--- src/hypot_defs.svh ---
`ifndef HYPOT_DEFS_SVH
`define HYPOT_DEFS_SVH

// Operand side, fixed by the 8-bit pins
`define HYP_OPND_W      8
`define HYP_SQ_W        16          // One operand squared

// Sum of two squares, 255^2 + 255^2 = 130050 needs 17 bits
`define HYP_SUM_W       17

// Root of a 17-bit value, up to 360
`define HYP_ROOT_W      9
`define HYP_OUT_W       8           // Saturated byte on uo_out
`define HYP_OUT_MAX     255

// Restoring square root sequencing
`define HYP_ROOT_ITERS  9           // Candidate bits 16, 14, ... 0
`define HYP_CNT_W       4           // Wide enough for the iteration count

// Highest power of four below 2^17
`define HYP_BIT_INIT    17'h1_0000

`endif

--- src/hypot_io_pkg.sv ---
`include "hypot_defs.svh"

package hypot_io_pkg;

    // Operand pair as it arrives from the pins
    // x from ui_in, y from uio_in
    typedef struct packed {
        logic [`HYP_OPND_W-1:0] x;      // Upper byte
        logic [`HYP_OPND_W-1:0] y;      // Lower byte
    } hyp_operands_t;

    // Magnitude byte after saturation
    typedef logic [`HYP_OUT_W-1:0] hyp_out_t;

endpackage

--- src/hypot_calc_pkg.sv ---
`include "hypot_defs.svh"

package hypot_calc_pkg;

    // x^2 + y^2, full width
    typedef logic [`HYP_SUM_W-1:0] hyp_sum_t;

    // Unsaturated root
    typedef logic [`HYP_ROOT_W-1:0] hyp_root_t;

    // Root sequencer states
    typedef enum logic [1:0] {
        LOAD    = 2'd0,     // Latch new sum
        ITER    = 2'd1,     // One candidate bit per cycle
        PUBLISH = 2'd2      // Drive result byte
    } hyp_root_state_e;

    // Working record of the shift-and-subtract root
    // part and cand kept at sum width so the trial add lines up with rem
    typedef struct packed {
        hyp_sum_t               rem;    // Remainder still to be covered
        hyp_sum_t               part;   // Partial root, scaled
        hyp_sum_t               cand;   // Current candidate bit, power of four
        logic [`HYP_CNT_W-1:0]  cnt;    // Iterations done this round
    } hyp_root_work_t;

endpackage

--- src/hypot_square_sum.sv ---
`timescale 1ns/1ps

`include "hypot_defs.svh"

// Square both operands, then add
// Two registered stages, flowing continuously while ena is high
module hypot_square_sum
    import hypot_io_pkg::*;
    import hypot_calc_pkg::*;
(
    input  logic          clk,
    input  logic          rst_n,
    input  logic          ena,
    input  hyp_operands_t operands,
    output hyp_sum_t      sum_sq
);

    // Stage 1, squares of x and y
    logic [`HYP_SQ_W-1:0] sq_x;
    logic [`HYP_SQ_W-1:0] sq_y;

    // Stage 2 input, carry kept in the extra bit
    hyp_sum_t sum_d;

    always_ff @(posedge clk or negedge rst_n) begin
        if (!rst_n) begin
            sq_x <= '0;
            sq_y <= '0;
        end else if (ena) begin
            sq_x <= operands.x * operands.x;    // 8x8 -> 16
            sq_y <= operands.y * operands.y;
        end
    end

    // Zero-extend both before the add so the carry survives
    assign sum_d = {1'b0, sq_x} + {1'b0, sq_y};

    always_ff @(posedge clk or negedge rst_n) begin
        if (!rst_n) begin
            sum_sq <= '0;
        end else if (ena) begin
            sum_sq <= sum_d;                    // One edge behind the squares
        end
    end

endmodule

--- src/hypot_isqrt.sv ---
`timescale 1ns/1ps

`include "hypot_defs.svh"

// Restoring integer square root, one candidate bit per cycle
// Fixed round of LOAD, 9 x ITER, PUBLISH = 11 enabled cycles
module hypot_isqrt
    import hypot_io_pkg::*;
    import hypot_calc_pkg::*;
(
    input  logic     clk,
    input  logic     rst_n,
    input  logic     ena,
    input  hyp_sum_t sum_sq,
    output hyp_out_t magnitude
);

    hyp_root_state_e state_q;
    hyp_root_state_e state_d;

    hyp_root_work_t  work_q;
    hyp_root_work_t  work_d;

    // Trial subtrahend, one bit wider than the sum so the add cannot wrap
    logic [`HYP_SUM_W:0] trial;
    logic                fits;          // Remainder covers the trial

    // Final root and its saturated byte
    hyp_root_t root;
    hyp_out_t  root_sat;

    assign trial = {1'b0, work_q.part} + {1'b0, work_q.cand};
    assign fits  = ({1'b0, work_q.rem} >= trial);

    // After the last iteration part holds the plain root
    assign root = work_q.part[`HYP_ROOT_W-1:0];

    // Clamp 256..360 down to the top of the byte
    always_comb begin
        if (root > `HYP_OUT_MAX) begin
            root_sat = hyp_out_t'(`HYP_OUT_MAX);
        end else begin
            root_sat = root[`HYP_OUT_W-1:0];
        end
    end

    // Next state and next working record
    always_comb begin
        state_d = state_q;
        work_d  = work_q;

        case (state_q)
            LOAD: begin
                work_d.rem  = sum_sq;               // Snapshot of the front stage
                work_d.part = '0;
                work_d.cand = `HYP_BIT_INIT;        // Always start from bit 16
                work_d.cnt  = '0;
                state_d     = ITER;
            end

            ITER: begin
                if (fits) begin
                    // Bit belongs to the root
                    work_d.rem  = work_q.rem - trial[`HYP_SUM_W-1:0];
                    work_d.part = (work_q.part >> 1) + work_q.cand;
                end else begin
                    work_d.part = work_q.part >> 1; // Bit stays clear
                end

                work_d.cand = work_q.cand >> 2;     // Next power of four down
                work_d.cnt  = work_q.cnt + 1'b1;

                // Last candidate is bit 0
                if (work_q.cnt == `HYP_CNT_W'(`HYP_ROOT_ITERS - 1)) begin
                    state_d = PUBLISH;
                end
            end

            PUBLISH: begin
                state_d = LOAD;                     // Straight into next round
            end

            default: begin
                state_d = LOAD;
            end
        endcase
    end

    // Sequencer and working record
    always_ff @(posedge clk or negedge rst_n) begin
        if (!rst_n) begin
            state_q <= LOAD;
            work_q  <= '0;
        end else if (ena) begin
            state_q <= state_d;
            work_q  <= work_d;
        end
    end

    // Output byte, only touched on PUBLISH edges
    always_ff @(posedge clk or negedge rst_n) begin
        if (!rst_n) begin
            magnitude <= '0;
        end else if (ena && (state_q == PUBLISH)) begin
            magnitude <= root_sat;
        end
    end

endmodule

--- src/hypot_top.sv ---
`timescale 1ns/1ps

`include "hypot_defs.svh"

// Vector magnitude on Tiny Tapeout style pins
// uo_out = min(255, isqrt(ui_in^2 + uio_in^2))
module hypot_top
    import hypot_io_pkg::*;
    import hypot_calc_pkg::*;
(
    input  logic [`HYP_OPND_W-1:0] ui_in,   // Operand x
    input  logic [`HYP_OPND_W-1:0] uio_in,  // Operand y
    output logic [7:0]             uo_out,  // Saturated root
    output logic [7:0]             uio_out,
    output logic [7:0]             uio_oe,
    input  logic                   ena,     // Level, low freezes everything
    input  logic                   clk,
    input  logic                   rst_n
);

    hyp_operands_t operands;
    hyp_sum_t      sum_sq;
    hyp_out_t      magnitude;

    // Pin bytes into the operand pair
    assign operands.x = ui_in;
    assign operands.y = uio_in;

    // Front stage, squares then sum
    hypot_square_sum u_square_sum (
        .clk      (clk),
        .rst_n    (rst_n),
        .ena      (ena),
        .operands (operands),
        .sum_sq   (sum_sq)
    );

    // Root sequencer with saturating output register
    hypot_isqrt u_isqrt (
        .clk       (clk),
        .rst_n     (rst_n),
        .ena       (ena),
        .sum_sq    (sum_sq),
        .magnitude (magnitude)
    );

    assign uo_out  = magnitude;

    // Bidirectional pins used as inputs only
    assign uio_out = '0;
    assign uio_oe  = '0;                    // All input

endmodule

--- config.mk ---
export PLATFORM = sky130hd
export DESIGN_NAME = hypot_top
export DESIGN_NICKNAME = d
export VERILOG_FILES = /design/src/hypot_io_pkg.sv /design/src/hypot_calc_pkg.sv /design/src/hypot_square_sum.sv /design/src/hypot_isqrt.sv /design/src/hypot_top.sv
export VERILOG_INCLUDE_DIRS = /design/src
export SDC_FILE = /design/constraint.sdc
export NUM_CORES = 1
export LEC_CHECK = 0
export ABC_AREA = 1
export BUFFER_PORTS_ARGS = -buffer_cell sky130_fd_sc_hd__clkbuf_2
export CORE_UTILIZATION = 55
export CTS_BUF_LIST = sky130_fd_sc_hd__clkbuf_8
export CTS_CLUSTER_DIAMETER = 30
export DETAILED_ROUTE_END_ITERATION = 16
export HOLD_SLACK_MARGIN = 0.06
export PLACE_DENSITY = 0.75
export SETUP_SLACK_MARGIN = 0.3
export SLEW_MARGIN = 10
export SYNTH_ARGS = -nofsm -noshare
export SYNTH_HDL_FRONTEND = slang
export SYNTH_SLANG_ARGS = --single-unit
--- constraint.sdc ---
create_clock -name clk -period 3.2 [get_ports clk]
set_clock_uncertainty 0.05 [all_clocks]
set_input_delay 0.64 -clock clk [delete_from_list [all_inputs] [get_ports clk]]
set_output_delay 0.64 -clock clk [all_outputs]
set_load 0.05 [all_outputs]
# ---- Yosys cells after proc, flatten, opt, wreduce, memory -nomap -nowiden
# Cells that the tools add are included.
dict set report totals {
  reg_bits 114
  input_bits 19
  out_inout_bits 24
}
dict set report op_classes {
  n_addsub 5
  mul 2
  magnitude_cmp 2
  eq_ne 5
  mux 6
  reduce_logical 6
}
# operator n
set ops {}
lappend ops {{$pmux W55 S2} 1}
lappend ops {{$mux W17} 2}
lappend ops {{$mul A8 B8 Y16} 2}
lappend ops {{$add A17 B17 Y18} 1}
lappend ops {{$ge A17 B18 Y1} 1}
lappend ops {{$add A16 B16 Y17} 1}
lappend ops {{$add A16 B17 Y17} 1}
lappend ops {{$sub A17 B17 Y17} 1}
lappend ops {{$gt A9 B8 Y1 const B} 1}
lappend ops {{$mux W8} 1}
lappend ops {{$add A4 B1 Y4 const B} 1}
lappend ops {{$eq A4 B4 Y1 const B} 1}
lappend ops {{$ne A2 B1 Y1 const B} 2}
lappend ops {{$pmux W2 S2} 1}
lappend ops {{$reduce_and A2 Y1} 2}
lappend ops {{$reduce_and A3 Y1} 1}
lappend ops {{$eq A2 B1 Y1 const B} 1}
lappend ops {{$eq A2 B2 Y1 const B} 1}
lappend ops {{$logic_not A2 Y1} 1}
lappend ops {{$mux W2} 1}
lappend ops {{$reduce_bool A2 Y1} 1}
lappend ops {{$logic_and A1 B1 Y1} 1}

# ---- Longest topological paths before layout
dict set report logic_depth {
  ltp_word 4
  mapped_depth 24
  mapped_depth_nobuf 23
}

# ---- By module
# A second synthesis with hierarchy kept.
dict set report unflattened {
  cells_unflattened 1648
  area_unflattened_um2 11240.8
}
# mod instances cells_per_inst area_each_um2
set modules_own_cells {}
lappend modules_own_cells {hypot_square_sum 1 912 6269.8}
lappend modules_own_cells {hypot_isqrt 1 719 4847.1}
lappend modules_own_cells {hypot_top 1 17 123.9}

# ---- Worst setup path before layout
# Ideal clock, no wire load.
dict set report synth_path {
  kind {input port to flip-flop}
  startpoint {in ui_in[5]}
  endpoint {reg u_square_sum.sq_x[11]}
  setup_time_ns 0.118
  arrival_time_ns 4.391
  required_time_ns 3.032
  path_slack_ns -1.359
  stages 17
  path_cell_list {clkbuf_1 > nand2_1 > inv_1 > fa_1 > fa_1 > inv_1 > fa_1 > fa_1 > inv_1 > ha_1 > a21oi_1 > o21ai_0 > a21oi_1 > o21ai_0 > or2_2 > nand3_1 > nand2_1}
}
dict set report synth_via {
  elab_chain_cells 1
}
# element line_no
set synth_lines {}
lappend synth_lines {{start: declaration} hypot_top.sv:11} ;# input logic [`HYP_OPND_W-1:0] ui_in,
lappend synth_lines {{$mul A8 B8 Y16} hypot_square_sum.sv:30} ;# sq_x <= operands.x * operands.x;
lappend synth_lines {{end signal: assignment} hypot_square_sum.sv:30}
lappend synth_lines {{end: declaration} hypot_square_sum.sv:19} ;# logic [`HYP_SQ_W-1:0] sq_x;
# No other way between the ends.
# A chain may end at the register's enable or synchronous reset.

# ---- Worst setup path in the final report
dict set report layout_path {
  startpoint {in ui_in[2]}
  endpoint {reg u_square_sum.sq_x[8]}
}
# The elaborated chain is that of the path after synthesis.

==> results.rst <==
.. list-table::
   :header-rows: 1

   * - Metric
     - Value
   * - Outcome
     - finished with violations
   * - Failing checks
     - setup timing
   * - Combinational group share of total power
     - 79.3%
   * - Transition at the pin with the smallest max-transition slack
     - 699 ps
   * - Most Frequent Cell on Critical Path
     - fa_1
   * - Slack of the critical path
     - -597 ps
   * - Synth Cell Area
     - 0.0106 mm2
   * - Yosys top cell by area
     - dfrtp_1
   * - HPWL after detailed placement
     - 20800 um
   * - Area of the core
     - 0.0188 mm2
   * - Total inserted antenna cells
     - 0
   * - Distinct cell type count of the synthesized netlist
     - 41
   * - Critical-path cell list
     - clkbuf_16 > nand2_4 > inv_4 > ha_4 > or2_4 > fa_1 > fa_1 > inv_1 > fa_1 > inv_2 > ha_4 > nand2_4 > o21ai_4 > a21oi_2 > buf_4 > or2_2 > a31oi_1
   * - Post-synthesis share of cell area spent on xor and xnor gates
     - 4.22%
   * - Sequential group share of total power
     - 15.0%
   * - Total congestion overflow after global routing
     - 0
   * - Design internal power
     - 7.59 mW
   * - Data required time at the worst endpoint
     - 3480 ps
   * - Floorplan die height
     - 141 um
   * - Initial DRC Count
     - 722
   * - Unrepaired setup endpoints after global routing
     - true
   * - Number of nets at the end of the flow
     - 1885
   * - Critical Path Start Type
     - input pin
   * - Hold Vio Cnt, Final
     - 0
   * - Clock power frac
     - 5.7%
   * - Post-CTS clock slew at the launch and capture registers of the worst setup and hold paths
     - 110 ps
   * - Overall routing resource usage
     - 30.3%
   * - Total power of the final layout
     - 15.2 mW
   * - Net Switching
     - 7.58 mW
   * - Post-synth EDFFs
     - 0
   * - Highest achievable clock rate
     - 263 MHz
   * - Delay of the slowest cell on the worst path
     - 500 ps
   * - Sequential element share of the synthesized area
     - 24.6%
   * - Kind of cell adding the most delay to the critical path
     - adder cells
   * - Antenna violations before repair
     - 0
   * - Tcrit/Tclk final
     - 119%
   * - Vias per inst
     - 5.62
   * - Area share of the largest cell type after synthesis
     - 24.6%
   * - Worst Path Max Fanout
     - 5
   * - Wire length reported by the detailed router
     - 32500 um
   * - Main synth FF type
     - dfrtp_1
   * - Peak VDD IR
     - 496 uV
   * - First-pass GRT wire length
     - 48100 um
   * - Post-Route Hold Slack
     - 163 ps
   * - Simple-Gate Fraction of Synth Area
     - 26.7%
   * - Max-slew headroom at the worst pin
     - 53.4%
   * - Max-capacitance violation count
     - 0
   * - Synthesized-area fraction occupied by ao, oa, aoi and oai cells
     - 10.7%
   * - Data arrival time of the critical path
     - 4080 ps
   * - Clock tree from TritonCTS
     - done
   * - Capturing element type of the critical path
     - flop
   * - CP max-delay cell
     - fa_1
   * - Switching power as a share of total power
     - 50.0%
   * - Commonest cells in the netlist
     - nand2_1, inv_1, ha_1, nand3_1, dfrtp_1
   * - Ranking of synthesized cells by area
     - dfrtp_1, nand2_1, ha_1, fa_1, inv_1
   * - Port Buffer Count
     - 26
   * - Syn_area_per_cell
     - 7.09 um2
   * - Routed wirelength normalized by instance count
     - 16.7 um
   * - DIE AREA
     - 0.0198 mm2
   * - Leak pwr
     - 7.61 nW
   * - FFs w/ async S/R, synth
     - 100%
   * - Number of endpoints failing setup at the final stage
     - 54
   * - Die Wd
     - 141 um
   * - Number of synthesized register bits
     - 104
   * - Crit path kind
     - input pin to flop
   * - Vias post-DR
     - 10900
   * - Hold Crit Class
     - input pin to asynchronous set/reset pin
   * - Maximum number of pins on one net before global-route repair
     - 52
   * - Fraction of layout cells with a size suffix above 1
     - 32.8%
   * - TritonCTS Sinks
     - 104
   * - H-tree depth
     - 3
   * - First-pass DRT Iterations
     - 5
   * - TritonCTS buffer count
     - 9
   * - Final TNS setup
     - -17370 ps
   * - DRC Markers
     - 0
   * - Reg2reg path depth
     - 20
   * - Io pins
     - 43
   * - Min Clock Period, post-route
     - 3800 ps
   * - Area growth from synthesis to layout
     - 40.1%
   * - Num rows
     - 50
   * - Power per cell area
     - 1020 mW/mm2
   * - Post-route antenna net violation count
     - 0
   * - Endpoint of the worst-slack reg-to-reg timing path
     - u_isqrt.work_q[51]
   * - Cell with the most instances after synthesis
     - nand2_1
   * - Critical path buffer and inverter count
     - 5
   * - Clock latency on the worst-skew pair
     - 410 ps
   * - Clock tree buffer depth
     - 2
   * - Post-synthesis adder-cell area fraction
     - 22.5%
   * - Final GP Congestion
     - 0.919
   * - Main combinational cell family by area after synthesis
     - simple AND/OR/NAND/NOR gates
   * - Synth warn
     - 0
   * - Worst reg-to-reg setup slack
     - -320 ps
   * - Multiplexer fraction of the synthesized cell area
     - 0%
   * - Total count of max-transition violations in the final report
     - 0
   * - Hold-fix buffer count after cts
     - 0
   * - R2r startpoint
     - u_isqrt.work_q[8]
   * - Starting density of the core
     - 56.4%
   * - Vias in the first global route
     - 10600
   * - Root buffer cell
     - clkbuf_8
   * - Synthesized netlist cell count
     - 1492
==> per-stage QoR <==
step	instance area [um2]	util (%)	std cells	worst slack (ps)
2_1_floorplan	11400	-	1507	-865
3_5_place_dp	12500	66.6	1870	-1070
6_report	14800	78.9	1943	-597
3_3_place_gp	12500	66.6	1870	-1030
5_1_grt	14800	78.9	1943	-666
4_1_cts	14000	74.6	1919	-556
==> worst max-delay path by stage <==
stage	startpoint	endpoint	slack, ps	depth (start not counted)
2_1_floorplan	ui_in[4]	u_square_sum.sq_x[11]	-860	17
3_3_place_gp	ui_in[2]	u_square_sum.sq_x[11]	-1030	17
3_5_place_dp	ui_in[2]	u_square_sum.sq_x[11]	-1070	17
4_1_cts	ui_in[4]	u_square_sum.sq_x[11]	-560	17
5_1_grt	ui_in[5]	u_square_sum.sq_x[8]	-670	17
6_report	ui_in[2]	u_square_sum.sq_x[8]	-600	17
==> power by group through the flow <==
| stage | Sequential (mW) | Clock (mW) | Combinational (mW) |
|---|---|---|---|
| finish | 2.28 | 0.868 | 12.0 |
| CTS | 2.21 | 0.853 | 10.1 |
| floorplan | 2.29 | 0 | 5.86 |
| global placement | 2.20 | 0 | 8.20 |
| global route | 2.32 | 0.915 | 13.0 |
| detailed placement | 2.22 | 0 | 8.39 |
==> layer usage <==
metal / track usage (%) / vias to the layer above / share of wire [%]
li1: - / 5155 / -
met3: 3.74 / 133 / 5.2
met1: 36.1 / 5194 / 40
met5: 0 / - / 0
met4: 14.5 / 0 / 4.6
met2: 54.3 / 428 / 50
==> cell usage in the layout (no fill, tap or decap), drive strengths merged, types with 16 or more instances in the layout <==
cell type    n
nand3      110
conb        16
nor2       104
ha         112
clkbuf      35
buf        216
xor2        27
inv        241
nand2      417
fa          49
a21oi       68
xnor2       24
a31oi       23
o21ai       85
dfrtp      104
==> sequential cells by signal, summed over array words and instances (netlist names) <==
signal,cells
u_square_sum.sq_y,15
u_isqrt.root,9
u_isqrt.state_q,2
u_isqrt.work_q,38
u_isqrt.magnitude,8
u_square_sum.sum_sq,17
u_square_sum.sq_x,15
==> kinds of logic after synthesis <==
| group | Yosys count |
|---|---|
| AND/OR/NAND/NOR | 674 |
| flip-flops | 104 |
| XOR/XNOR | 51 |
| adder cells (fa/ha/maj) | 161 |
| other | 1 |
| buffers and inverters | 297 |
| AO/OA/AOI/OAI | 204 |
==> repair_timing <==
item / CTS / global route
cloned: 3 / 3
gates resized for setup: 208 / 132
pin swaps: 110 / 84
buffers inserted: 31 / 21
endpoints found under the setup margin: 58 / 58
==> cell type report <==
class                           instances  area [um2]
Fill cell                            1213        3950
Sequential cell                       104        2600
Clock inverter                          6        68.8
Inverter                              242         923
Timing Repair Buffer                  242        2390
Tap cell                              234         293
Clock buffer                            9         124
Multi-Input combinational cell       1106        8420
Note: power is estimated with default switching activity, not from simulation.
